### src/common/sm83Pkg.sv
// SM83 shared package with opcode constants, ALU and address-select types and the interrupt vector base.

package sm83Pkg;

	typedef enum logic [2:0] {
		aluAdd,		// 8-bit wrap-around add.
		aluSub,		// 8-bit wrap-around subtract.
		aluAnd,
		aluOr,
		aluXor,
		aluPass		// Operand straight through, used by LD A.
	} aluOpT;

	typedef enum logic [1:0] {
		addrPc,		// Program counter, for fetch and immediates.
		addrHl,		// HL pointer, for (HL) moves.
		addrTmp		// Jump target held in the operand temporary.
	} addrSelT;

	// Opcodes of the kept subset. Anything else runs as NOP.
	localparam logic [7:0] opNop     = 8'h00;
	localparam logic [7:0] opLdAImm  = 8'h3E;	// LD A,n.
	localparam logic [7:0] opLdHlImm = 8'h21;	// LD HL,nn.
	localparam logic [7:0] opLdAHl   = 8'h7E;	// LD A,(HL).
	localparam logic [7:0] opLdHlA   = 8'h77;	// LD (HL),A.
	localparam logic [7:0] opIncHl   = 8'h23;	// INC HL.
	localparam logic [7:0] opAddImm  = 8'hC6;	// ADD A,n.
	localparam logic [7:0] opSubImm  = 8'hD6;	// SUB A,n.
	localparam logic [7:0] opAndImm  = 8'hE6;	// AND A,n.
	localparam logic [7:0] opXorImm  = 8'hEE;	// XOR A,n.
	localparam logic [7:0] opOrImm   = 8'hF6;	// OR A,n.
	localparam logic [7:0] opJp      = 8'hC3;	// JP nn.
	localparam logic [7:0] opJpZ     = 8'hCA;	// JP Z,nn.
	localparam logic [7:0] opEi      = 8'hFB;
	localparam logic [7:0] opDi      = 8'hF3;
	localparam logic [7:0] opHalt    = 8'h76;

	// Line n vectors to this base plus 8 times n.
	localparam logic [15:0] irqVectorBase = 16'h0040;

endpackage

### src/alu/sm83Alu.sv
// SM83 8-bit ALU with add, subtract, logic ops, pass and zero detect.

`timescale 1ns/1ps

module sm83Alu import sm83Pkg::*; (
	input  aluOpT aluOp,
	input  logic [7:0] a,			// Accumulator.
	input  logic [7:0] operand,		// Latched memory byte.
	output logic [7:0] result,
	output logic zero
);

	always_comb begin
		case (aluOp)
			aluAdd:  result = a + operand;	// Carry out dropped.
			aluSub:  result = a - operand;	// Borrow dropped.
			aluAnd:  result = a & operand;
			aluOr:   result = a | operand;
			aluXor:  result = a ^ operand;
			default: result = operand;		// Pass for LD A.
		endcase
	end

	assign zero = (result == 8'h00);	// Z flag source.

endmodule

### src/decoder/sm83Decoder.sv
// SM83 decoder holding the instruction register and decoding each M-cycle's controls.

`timescale 1ns/1ps

module sm83Decoder import sm83Pkg::*; (
	input  logic CLK,
	input  logic rstN,
	input  logic [7:0] dataIn,
	input  logic loadIR,
	input  logic [2:0] mCycle,
	input  logic zFlag,			// Only JP Z looks at it.
	output logic lastCycle,
	output logic memRead,
	output logic memWrite,
	output addrSelT addrSel,
	output logic loadA,
	output logic loadTmpLo,
	output logic loadTmpHi,
	output logic loadHlLo,
	output logic loadHlHi,
	output logic incHl,
	output logic loadPcFromTmp,
	output aluOpT aluOp,
	output logic aluEn,			// Flag-setting ALU op, updates Z.
	output logic imeSet,
	output logic imeClr,
	output logic haltReq
);

	logic [7:0] ir;

	always_ff @(posedge CLK or negedge rstN) begin
		if (!rstN)
			ir <= opNop;
		else if (loadIR)
			ir <= dataIn;
	end

	always_comb begin
		lastCycle = 1'b0;
		memRead = 1'b0;
		memWrite = 1'b0;
		addrSel = addrPc;	// Fetch and immediates read at PC.
		loadA = 1'b0;
		loadTmpLo = 1'b0;
		loadTmpHi = 1'b0;
		loadHlLo = 1'b0;
		loadHlHi = 1'b0;
		incHl = 1'b0;
		loadPcFromTmp = 1'b0;
		aluOp = aluPass;
		aluEn = 1'b0;
		imeSet = 1'b0;
		imeClr = 1'b0;
		haltReq = 1'b0;
		case (ir)
			opAddImm, opSubImm, opAndImm, opOrImm, opXorImm: begin
				case (ir)
					opAddImm: aluOp = aluAdd;
					opSubImm: aluOp = aluSub;
					opAndImm: aluOp = aluAnd;
					opOrImm:  aluOp = aluOr;
					default:  aluOp = aluXor;
				endcase
				if (mCycle == 3'd1) begin	// A op n into A.
					memRead = 1'b1;
					loadA = 1'b1;
					aluEn = 1'b1;
					lastCycle = 1'b1;
				end
			end
			opLdAImm, opLdAHl: begin
				if (mCycle == 3'd1) begin	// Loads go through the ALU as pass.
					memRead = 1'b1;
					addrSel = (ir == opLdAHl) ? addrHl : addrPc;
					loadA = 1'b1;
					lastCycle = 1'b1;
				end
			end
			opLdHlA: begin
				if (mCycle == 3'd1) begin
					memWrite = 1'b1;
					addrSel = addrHl;
					lastCycle = 1'b1;
				end
			end
			opIncHl: begin
				incHl = (mCycle == 3'd1);	// Internal cycle, no bus.
				lastCycle = (mCycle == 3'd1);
			end
			opLdHlImm: begin
				memRead = (mCycle != 3'd0);
				loadHlLo = (mCycle == 3'd1);	// Little-endian immediate.
				loadHlHi = (mCycle == 3'd2);
				lastCycle = (mCycle == 3'd2);
			end
			opJp, opJpZ: begin
				case (mCycle)
					3'd1: begin
						memRead = 1'b1;
						loadTmpLo = 1'b1;
					end
					3'd2: begin
						memRead = 1'b1;
						loadTmpHi = 1'b1;
						lastCycle = (ir == opJpZ) && !zFlag;	// Not taken, skip M3.
					end
					3'd3: begin
						addrSel = addrTmp;	// Target on the bus while PC loads.
						loadPcFromTmp = 1'b1;
						lastCycle = 1'b1;
					end
				endcase
			end
			default: begin	// NOP, EI, DI, HALT and unknowns finish in the fetch.
				lastCycle = 1'b1;
				imeSet = (ir == opEi);
				imeClr = (ir == opDi);
				haltReq = (ir == opHalt);
			end
		endcase
	end

endmodule

### src/sequencer/sm83Sequencer.sv
// SM83 sequencer with T-state and M-cycle counters, run/halt/dispatch state and bus strobes.

`timescale 1ns/1ps

module sm83Sequencer (
	input  logic CLK,
	input  logic rstN,
	input  logic lastCycle,		// Decoder marks the final M-cycle of the instruction.
	input  logic memRead,
	input  logic memWrite,
	input  logic haltReq,
	input  logic anyPending,	// Any request line pending, ignores IME.
	input  logic irqTake,		// Pending and enabled.
	output logic [1:0] tState,
	output logic [2:0] mCycle,
	output logic fetch,
	output logic loadIR,
	output logic rd,
	output logic wr,
	output logic dispatchDone,
	output logic latchData,		// Edge ending T2, read data is sampled.
	output logic commit			// Edge ending T3, registers update.
);

	typedef enum logic [1:0] {
		stRun,					// Fetch and execute.
		stHalt,					// Parked at T0, no strobes.
		stDispatch				// Two silent M-cycles before the vector jump.
	} seqStateT;

	seqStateT state;
	logic run;

	assign run = (state == stRun);
	assign fetch = run && (mCycle == 3'd0);	// M-cycle 0 of every instruction is the opcode fetch.
	assign rd = run && (tState == 2'd1 || tState == 2'd2) && (fetch || memRead);
	assign wr = run && !fetch && memWrite && (tState == 2'd2);
	assign loadIR = fetch && (tState == 2'd2);	// Opcode lands in ir on this edge.
	assign latchData = rd && (tState == 2'd2);
	assign commit = run && (tState == 2'd3);
	assign dispatchDone = (state == stDispatch) && (mCycle == 3'd1) && (tState == 2'd3);

	always_ff @(posedge CLK or negedge rstN) begin
		if (!rstN) begin
			state <= stRun;
			tState <= 2'd0;
			mCycle <= 3'd0;		// First fetch starts right after reset.
		end else begin
			case (state)
				stRun: begin
					tState <= tState + 2'd1;	// Wraps 3 to 0.
					if (tState == 2'd3) begin
						if (lastCycle) begin	// Instruction boundary.
							mCycle <= 3'd0;
							if (irqTake)
								state <= stDispatch;
							else if (haltReq)
								state <= stHalt;
						end else begin
							mCycle <= mCycle + 3'd1;
						end
					end
				end
				stHalt: begin
					// Wake on any pending line; with IME set it dispatches first.
					if (anyPending)
						state <= irqTake ? stDispatch : stRun;
				end
				default: begin	// Dispatch.
					tState <= tState + 2'd1;
					if (tState == 2'd3) begin
						if (mCycle == 3'd1) begin
							mCycle <= 3'd0;
							state <= stRun;		// Vector fetch follows at once.
						end else begin
							mCycle <= mCycle + 3'd1;
						end
					end
				end
			endcase
		end
	end

endmodule

### src/hdl/sm83RegFile.sv
// SM83 register file with A, HL, PC, jump temporary, Z flag and bus address multiplexer.

`timescale 1ns/1ps

module sm83RegFile import sm83Pkg::*; #(
	parameter logic [15:0] resetVector = 16'h0000
) (
	input  logic CLK,
	input  logic rstN,
	input  logic [7:0] dataIn,
	input  logic latchData,
	input  logic commit,
	input  logic fetch,
	input  logic memRead,
	input  addrSelT addrSel,
	input  logic loadA,
	input  logic loadTmpLo,
	input  logic loadTmpHi,
	input  logic loadHlLo,
	input  logic loadHlHi,
	input  logic incHl,
	input  logic loadPcFromTmp,
	input  logic aluEn,
	input  logic [7:0] aluResult,
	input  logic aluZero,
	input  logic dispatchDone,
	input  logic [15:0] irqVector,
	output logic [15:0] addr,
	output logic [7:0] dataOut,
	output logic [7:0] aReg,
	output logic [7:0] operand,
	output logic zFlag
);

	logic [15:0] pc;
	logic [15:0] hl;
	logic [15:0] tmp;		// Jump target.
	logic pcInc;

	assign pcInc = fetch || (memRead && addrSel == addrPc);	// Every PC-addressed read.
	assign dataOut = aReg;	// Only LD (HL),A writes.

	always_comb begin
		case (addrSel)
			addrHl:  addr = hl;
			addrTmp: addr = tmp;
			default: addr = pc;
		endcase
	end

	always_ff @(posedge CLK or negedge rstN) begin
		if (!rstN) begin
			pc <= resetVector;
			zFlag <= 1'b0;
		end else begin
			if (dispatchDone)
				pc <= irqVector;		// Interrupt entry, nothing pushed.
			else if (commit && loadPcFromTmp)
				pc <= tmp;
			else if (commit && pcInc)
				pc <= pc + 16'd1;
			if (commit && aluEn)
				zFlag <= aluZero;
		end
	end

	always_ff @(posedge CLK) begin
		if (latchData)
			operand <= dataIn;	// End of T2.
		if (commit) begin
			if (loadA)
				aReg <= aluResult;
			if (loadTmpLo)
				tmp[7:0] <= operand;
			if (loadTmpHi)
				tmp[15:8] <= operand;
			if (loadHlLo)
				hl[7:0] <= operand;
			if (loadHlHi)
				hl[15:8] <= operand;
			if (incHl)
				hl <= hl + 16'd1;
		end
	end

endmodule

### src/hdl/sm83Interrupts.sv
// SM83 interrupt unit with pending flags, IME, lowest-line priority select and acknowledge pulses.

`timescale 1ns/1ps

module sm83Interrupts import sm83Pkg::*; #(
	parameter int irqLines = 8
) (
	input  logic CLK,
	input  logic rstN,
	input  logic [irqLines-1:0] irqTrig,
	input  logic imeSet,
	input  logic imeClr,
	input  logic commit,
	input  logic dispatchDone,
	output logic anyPending,
	output logic irqTake,
	output logic [15:0] irqVector,
	output logic [irqLines-1:0] irqAck
);

	logic [irqLines-1:0] pending;
	logic [irqLines-1:0] selMask;	// One-hot lowest pending line.
	logic [7:0] selIdx;
	logic ime;

	always_comb begin
		selMask = '0;
		selIdx = 8'd0;
		for (int i = irqLines - 1; i >= 0; i--) begin	// Lowest index wins.
			if (pending[i]) begin
				selMask = '0;
				selMask[i] = 1'b1;
				selIdx = 8'(i);
			end
		end
	end

	assign irqVector = irqVectorBase + {5'd0, selIdx, 3'd0};	// Base plus 8 per line.
	assign anyPending = |pending;
	assign irqTake = anyPending && ime && !(commit && imeClr);	// DI takes effect at once.

	always_ff @(posedge CLK or negedge rstN) begin
		if (!rstN) begin
			pending <= '0;
			ime <= 1'b0;
			irqAck <= '0;
		end else begin
			pending <= (pending & ~(dispatchDone ? selMask : '0)) | irqTrig;
			irqAck <= dispatchDone ? selMask : '0;	// One-clock pulse.
			if (dispatchDone)
				ime <= 1'b0;
			else if (commit && imeSet)
				ime <= 1'b1;
			else if (commit && imeClr)
				ime <= 1'b0;
		end
	end

endmodule

### src/hdl/sm83Core.sv
// SM83 core top level connecting sequencer, decoder, ALU, register file and interrupt unit.

`timescale 1ns/1ps

module sm83Core import sm83Pkg::*; #(
	parameter logic [15:0] resetVector = 16'h0000,	// First fetch address after reset.
	parameter int irqLines = 8						// Number of interrupt request lines.
) (
	input  logic CLK,
	input  logic rstN,
	input  logic [7:0] dataIn,					// Read data, valid at the end of T2.
	input  logic [irqLines-1:0] irqTrig,		// Interrupt request levels.
	output logic [15:0] addr,
	output logic [7:0] dataOut,
	output logic rd,
	output logic wr,
	output logic loadIR,						// Opcode-fetch marker, one clock per instruction.
	output logic [irqLines-1:0] irqAck
);

	logic [2:0] mCycle;
	logic fetch, latchData, commit, dispatchDone;
	logic lastCycle, memRead, memWrite, haltReq;
	logic anyPending, irqTake;
	logic loadA, loadTmpLo, loadTmpHi, loadHlLo, loadHlHi, incHl, loadPcFromTmp;
	logic aluEn, imeSet, imeClr, zFlag, aluZero;
	addrSelT addrSel;
	aluOpT aluOp;
	logic [7:0] aReg, operand, aluResult;
	logic [15:0] irqVector;

	sm83Sequencer seq (.CLK, .rstN, .lastCycle, .memRead, .memWrite, .haltReq, .anyPending,
		.irqTake, .tState(), .mCycle, .fetch, .loadIR, .rd, .wr, .dispatchDone, .latchData,
		.commit);

	sm83Decoder dec (.CLK, .rstN, .dataIn, .loadIR, .mCycle, .zFlag, .lastCycle, .memRead,
		.memWrite, .addrSel, .loadA, .loadTmpLo, .loadTmpHi, .loadHlLo, .loadHlHi, .incHl,
		.loadPcFromTmp, .aluOp, .aluEn, .imeSet, .imeClr, .haltReq);

	sm83Alu alu (.aluOp, .a(aReg), .operand, .result(aluResult), .zero(aluZero));

	sm83RegFile #(.resetVector(resetVector)) regs (.CLK, .rstN, .dataIn, .latchData,
		.commit, .fetch, .memRead, .addrSel, .loadA, .loadTmpLo, .loadTmpHi, .loadHlLo,
		.loadHlHi, .incHl, .loadPcFromTmp, .aluEn, .aluResult, .aluZero, .dispatchDone,
		.irqVector, .addr, .dataOut, .aReg, .operand, .zFlag);

	sm83Interrupts #(.irqLines(irqLines)) irq (.CLK, .rstN, .irqTrig, .imeSet, .imeClr,
		.commit, .dispatchDone, .anyPending, .irqTake, .irqVector, .irqAck);

endmodule

### config.mk
export PLATFORM = sky130hd
export DESIGN_NAME = sm83Core
export DESIGN_NICKNAME = d
export VERILOG_FILES = /design/src/common/sm83Pkg.sv /design/src/alu/sm83Alu.sv /design/src/decoder/sm83Decoder.sv /design/src/sequencer/sm83Sequencer.sv /design/src/hdl/sm83RegFile.sv /design/src/hdl/sm83Interrupts.sv /design/src/hdl/sm83Core.sv
export SDC_FILE = /design/constraint.sdc
export NUM_CORES = 1
export LEC_CHECK = 0
export CORE_MARGIN = 2
export CORE_UTILIZATION = 55
export CTS_CLUSTER_DIAMETER = 60
export DETAILED_ROUTE_END_ITERATION = 6
export DONT_BUFFER_PORTS = 1
export GPL_ROUTABILITY_DRIVEN = 0
export HOLD_SLACK_MARGIN = 0.15
export PLACE_DENSITY = 0.7
export REMOVE_ABC_BUFFERS = 1
export SYNTH_ARGS = -nofsm -noshare
export SYNTH_HDL_FRONTEND = slang
export SYNTH_SLANG_ARGS = --single-unit
export TNS_END_PERCENT = 50
### constraint.sdc
create_clock -name CLK -period 7.5 [get_ports CLK]
set_input_delay 1.5 -clock CLK [delete_from_list [all_inputs] [get_ports CLK]]
set_output_delay 1.5 -clock CLK [all_outputs]
set_load 0.01 [all_outputs]
* Yosys cells after proc, flatten, opt, wreduce, memory -nomap -nowiden
Index checks and enable logic that the tools add are counted.
** Storage, ports and cells
- Input bits :: 18
- Bits in registers :: 97
- Logic and storage cells :: 183
- Output and inout port bits :: 35
** Cells by class
- Equality and inequality tests :: 33
- Mux-type cells :: 68
- Reductions and logical operators :: 53
- Bitwise logic cells :: 7
- Add/sub/neg operators :: 7
** Operators by type and width (count)
- $mux W8 :: 11
- $eq A8 B8 Y1 const B :: 9
- $mux W16 :: 4
- $pmux W8 S5 :: 1
- $mux W3 :: 13
- $add A16 B1 Y16 const B :: 2
- $pmux W16 S2 :: 1
- $eq A8 B6 Y1 const B :: 3
- $eq A8 B7 Y1 const B :: 3
- $mux W1 :: 21
- $logic_and A1 B1 Y1 :: 20
- $mux W2 :: 10
- $and A8 B8 Y8 :: 2
- $or A8 B8 Y8 :: 2
- $reduce_or A8 Y1 :: 2
- $eq A3 B2 Y1 const B :: 4
- $pmux W3 S4 :: 1
- $reduce_and A2 Y1 :: 6
- $reduce_bool A3 Y1 :: 4
- $reduce_or A12 Y1 :: 1
- $add A7 B6 Y8 const A :: 1
- $add A8 B8 Y8 :: 1
- $eq A2 B2 Y1 const B :: 4
- $logic_not A8 Y1 :: 1
- other kinds (27) :: 41

* Logic depth before layout (Yosys ltp)
- Word-level depth :: 12
- Mapped depth :: 15
- Depth with buffers taken out :: 12

* Cells and area by module
From an unflattened synthesis, not the netlist that was laid out.
** Unflattened totals
- Cell total of the unflattened synthesis :: 721
- Area, all modules :: 6741.5 um2
** By module, submodules not included
- sm83RegFile :: times used 1, area an instance 3579.7 um2, cells each 350, sequential area each 1866.8 um2
- sm83Alu :: times used 1, area an instance 1142.3 um2, cells each 158, sequential area each 0.0 um2
- sm83Interrupts :: times used 1, area an instance 785.8 um2, cells each 78, sequential area each 425.4 um2
- sm83Decoder :: times used 1, area an instance 681.9 um2, cells each 77, sequential area each 200.2 um2
- sm83Sequencer :: times used 1, area an instance 551.8 um2, cells each 58, sequential area each 175.2 um2

* Worst setup path after synthesis
Ideal clock, no wire load.
- Kind :: flip-flop to output port
- Start point :: reg dec.ir[0]
- End point :: out addr[10]
- Setup slack :: 3.760 ns
- Arrival time :: 2.240 ns
- Stages on the path, launching flop included :: 11
- Buffers on the path :: 3
- Cells stage by stage :: dfrtp_1 -> buf_4 -> xor2_2 -> nand4_2 -> or2_2 -> inv_1 -> ha_1 -> clkbuf_1 -> clkbuf_1 -> a22oi_1 -> a21oi_1
** On the way
- Cells in the longest elaborated chain, start to end :: 6
** RTL lines
- from (decl) :: RTL line sm83Decoder.sv:30 : logic [7:0] ir;
- from (signal assigned) :: RTL line sm83Decoder.sv:34 : ir <= opNop;
- from (signal assigned) :: RTL line sm83Decoder.sv:36 : ir <= dataIn;
- $eq A8 B7 Y1 :: RTL line sm83Decoder.sv:56, sm83Decoder.sv:75
- $mux W1 :: RTL line sm83Decoder.sv:75 : addrSel = (ir == opLdAHl) ? addrHl : addrPc;
- $mux W2 :: RTL line sm83Decoder.sv:73 : if (mCycle == 3'd1) begin
- $pmux W2 S3 * :: RTL line sm83Decoder.sv:56 : case (ir)
- $eq A2 B2 Y1 / $eq A2 B1 Y1 (equally long branches) :: RTL line sm83RegFile.sv:44 : case (addrSel)
- $pmux W16 S2 * :: RTL line sm83RegFile.sv:44
- to (decl) :: RTL line sm83Core.sv:13 : output logic [15:0] addr,
Every way passes the cells marked *; elsewhere a longest branch is shown, timed or not.

* Worst setup path in the final report
- Start point :: reg seq.mCycle[1]
- End point :: out addr[15]
** On the way
- Cells in the longest elaborated chain, start to end :: 5
** RTL lines
- from (decl) :: RTL line sm83Sequencer.sv:15 : output logic [2:0] mCycle,
- from (signal assigned) :: RTL line sm83Sequencer.sv:60 : mCycle <= mCycle + 3'd1;
- from (signal assigned) :: RTL line sm83Sequencer.sv:76 : mCycle <= mCycle + 3'd1;
- $eq A3 B1 Y1 / $eq A3 B2 Y1 (equally long branches) :: RTL line sm83Decoder.sv:73, sm83Decoder.sv:81, sm83Decoder.sv:98
- $mux W1 (tied with other cells) :: RTL line sm83Decoder.sv:81 : if (mCycle == 3'd1) begin
- $pmux W2 S3 * :: RTL line sm83Decoder.sv:56
- $eq A2 B2 Y1 / $eq A2 B1 Y1 (equally long branches) :: RTL line sm83RegFile.sv:44
- $pmux W16 S2 * :: RTL line sm83RegFile.sv:44
Marks and branches as above.

==> flow_results.xml <==
<?xml version="1.0" encoding="UTF-8"?>
<metrics>
  <group name="outcome">
    <metric name="run_status" unit="">finished, final reports clean</metric>
  </group>
  <group name="clock_tree">
    <metric name="clock_latency" unit="ns">0.39</metric>
    <metric name="postCtsHoldBufs" unit="">0</metric>
    <metric name="cts_tree" unit="">yes</metric>
    <metric name="cts-buffers-inserted" unit="">9</metric>
    <metric name="htreeDepth" unit="">3</metric>
    <metric name="cts_resized" unit="">0</metric>
    <metric name="cell_at_the_root_of_the_clock_tree" unit="">clkbuf_8</metric>
    <metric name="clockBufferDepth" unit="">2</metric>
    <metric name="count_of_buffers_added_by_post_cts_timing_repair_for_setup" unit="">0</metric>
    <metric name="clk_pin_slew" unit="ns">0.10</metric>
    <metric name="clkSinkCount" unit="">97</metric>
  </group>
  <group name="min_path">
    <metric name="class_of_the_tightest_hold_or_removal_check" unit="">reg2reg</metric>
  </group>
  <group name="grt">
    <metric name="grt_remaining_overflow" unit="">0</metric>
    <metric name="grt_start_max_net_pins" unit="">50</metric>
    <metric name="grt_pass1_vias" unit="">4589</metric>
    <metric name="global_route.usage.total" unit="%">25.5</metric>
    <metric name="grt_first_pass_wirelength" unit="µm">23200</metric>
    <metric name="grt_antenna_before_repair" unit="">0</metric>
  </group>
  <group name="drt">
    <metric name="detailroute.wirelength.met3" unit="µm">1060</metric>
    <metric name="wire_per_inst" unit="µm">18.4</metric>
    <metric name="avgViaCountPerCell" unit="">6.11</metric>
    <metric name="drt_wl_total" unit="µm">14500</metric>
    <metric name="antenna_violating_nets_post_route" unit="">0</metric>
    <metric name="m1WireLength" unit="µm">6230</metric>
    <metric name="routed.top_layer" unit="">met4</metric>
    <metric name="dr.first_iter.drc_count" unit="">389</metric>
    <metric name="drc" unit="">0</metric>
    <metric name="detailroute.via_count" unit="">4791</metric>
    <metric name="pre_repair_dr_iteration_count" unit="">6</metric>
    <metric name="detailroute.wirelength.met2" unit="µm">6920</metric>
  </group>
  <group name="sta">
    <metric name="fraction_of_the_cycle_the_final_worst_path_needs" unit="%">64.2</metric>
    <metric name="setup_skew" unit="ns">0.0154</metric>
    <metric name="slew_violations" unit="">0</metric>
    <metric name="timing.final.ws_setup" unit="ns">2.69</metric>
    <metric name="worst_slew_pin_slew" unit="ns">1.12</metric>
    <metric name="unrepaired_setup_endpoints_after_global_routing" unit="">false</metric>
    <metric name="timing.fmax" unit="MHz">208</metric>
    <metric name="min_period" unit="ns">4.81</metric>
    <metric name="timing.slew.headroom" unit="%">24.5</metric>
    <metric name="finalHoldViolations" unit="">0</metric>
    <metric name="setup-tns-final" unit="ns">0</metric>
    <metric name="report.final.setup_viol" unit="">0</metric>
  </group>
  <group name="synthesis">
    <metric name="yosysWarningCount" unit="">0</metric>
    <metric name="synth.largest_area_cell" unit="">edfxtp_1</metric>
    <metric name="synth_enable_flop_cells" unit="">48</metric>
    <metric name="netlist.area_leader.share" unit="%">23.3</metric>
    <metric name="yosys-top-cells-count" unit="">nor2_1, nand2_1, a21oi_1</metric>
    <metric name="synth-seq-cells" unit="">97</metric>
    <metric name="postSynth.asyncResetShare" unit="%">50.5</metric>
    <metric name="postSynth.topFlopCell" unit="">dfrtp_1</metric>
    <metric name="number_of_different_library_cells_in_the_post_synthesis_netlist" unit="">79</metric>
    <metric name="post_synth.cell_area_avg" unit="µm²">9.40</metric>
    <metric name="cell_count_after_synthesis" unit="">658</metric>
    <metric name="ys_seq_area_share" unit="%">43.1</metric>
    <metric name="yosys.cell_count.top_type" unit="">nor2_1</metric>
    <metric name="ys_top_cells_by_area" unit="">edfxtp_1, dfrtp_1, ha_1</metric>
    <metric name="synth_area" unit="µm²">6190</metric>
  </group>
  <group name="pwr">
    <metric name="total_power" unit="mW">1.93</metric>
    <metric name="vdd_ir_drop_max" unit="mV">0.261</metric>
    <metric name="leak_pwr" unit="nW">2.46</metric>
    <metric name="cellPowerDensity" unit="nW/µm²">301</metric>
  </group>
  <group name="worst_setup_path">
    <metric name="critical_path_class" unit="">reg2out</metric>
    <metric name="crit_path_start_kind" unit="">flip-flop</metric>
    <metric name="worst-path-max-fanout" unit="">32</metric>
    <metric name="timing.critical_path.arrival" unit="ns">3.31</metric>
    <metric name="setup.worst_path.end_class" unit="">output port</metric>
    <metric name="critical_path_required" unit="ns">6.00</metric>
  </group>
  <group name="floorplanning">
    <metric name="chipHeight" unit="µm">110</metric>
    <metric name="die_area" unit="µm²">12100</metric>
    <metric name="std_cell_rows" unit="">38</metric>
    <metric name="top_level_ports" unit="">53</metric>
    <metric name="starting_utilization_of_the_core_area" unit="%">56.8</metric>
    <metric name="floorplan.core_area" unit="µm²">10900</metric>
    <metric name="dieWidth" unit="µm">110</metric>
  </group>
  <group name="placed_design">
    <metric name="placement_setup_slack" unit="ns">3.13</metric>
    <metric name="buffer_ports.inserted" unit="">0</metric>
    <metric name="placed_cells" unit="">768</metric>
    <metric name="dpl.hpwl" unit="µm">10300</metric>
  </group>
  <group name="cells_and_area">
    <metric name="design.final.nets" unit="">694</metric>
    <metric name="layout_cells_excl_fill" unit="">784</metric>
    <metric name="n_antenna_cell" unit="">0</metric>
    <metric name="post_route_cells_drive_above_1_share" unit="%">6.99</metric>
    <metric name="synthToLayoutAreaGrowth" unit="%">3.84</metric>
  </group>
  <group name="run">
    <metric name="drv.max_cap_violation_count" unit="">0</metric>
  </group>
</metrics>
critical path, cell delays in order, from the launching register on:
cell     delay (ns)
dfrtp_1        0.42
inv_1          0.11
ha_1           0.16
nor2b_1        0.54
nand4_1        0.28
ha_1           1.02
nor2_1         0.11
a21oi_1        0.27
cell families after synthesis:
logic type	share of synthesized area, %
xor+xnor	5.22
fa+ha+maj	7.61
flops	43.1
compound gates	17.6
mux	1.03
simple gates	20.1
buf+inv	5.28
metal layers:
metal,global-route usage [%],vias up
met5,0,-
met3,5.70,20
li1,-,2321
met4,8.95,0
met1,33.5,2265
met2,41.5,185
final timing paths:
check,start,cells after the start,slack (ns),to
setup / recovery,seq.mCycle[1],7,2.69,addr[15]
hold / removal,regs.tmp[13],1,0.51,regs.pc[13]
setup reg to reg,dec.ir[1],11,3.54,regs.zFlag
hold reg to reg,regs.tmp[13],1,0.51,regs.pc[13]
max in group asynchronous,rstN,0,6.62,regs.zFlag
min in group asynchronous,rstN,0,0.79,irq.irqAck[7]
metrics by stage:
| step | hold slack [ns] | cell area, µm² | util (%) |
|---|---|---|---|
| global route | 0.525 | 6420 | 59.0 |
| detailed placement | 0.481 | 6220 | 57.1 |
| finish | 0.514 | 6420 | 59.0 |
| CTS | 0.512 | 6420 | 59.0 |
| floorplan | 0.467 | 6010 | - |
| global placement | 0.482 | 6220 | 57.1 |
registers in the layout (all words and copies together), names as in the netlist:
signal,count
dec.ir,8
irq.ime,1
irq.irqAck,8
irq.pending,8
regs.aReg,8
regs.hl,16
regs.operand,8
regs.pc,16
regs.tmp,16
regs.zFlag,1
seq.mCycle,3
seq.state,2
seq.tState,2
layout by cell type (no fill, tap or decap), types with 10 or more instances in the layout:
cell,count
edfxtp_1,48
a21oi_1,50
dfrtp_1,49
nor2_1,81
nand3_1,19
inv_1,38
xnor2_1,29
ha_1,36
nor3_1,15
nand2_1,56
a22oi_1,17
o21ai_0,25
clkbuf_8,10
area by class of cell:
class | instances | area (µm²)
well taps | 140 | 175
repair buffers | 4 | 30.0
fillers | 953 | 4460
clock buffers | 11 | 141
flip-flops and latches | 97 | 2670
multi-input cells | 487 | 3200
clock inverters | 5 | 62.6
inverters | 40 | 150
where the power goes:
part	switching, mW	internal [mW]
Clock	0.193	0.166
Sequential	0.170	0.655
Combinational	0.453	0.296
(Power assumes the default switching activity.)
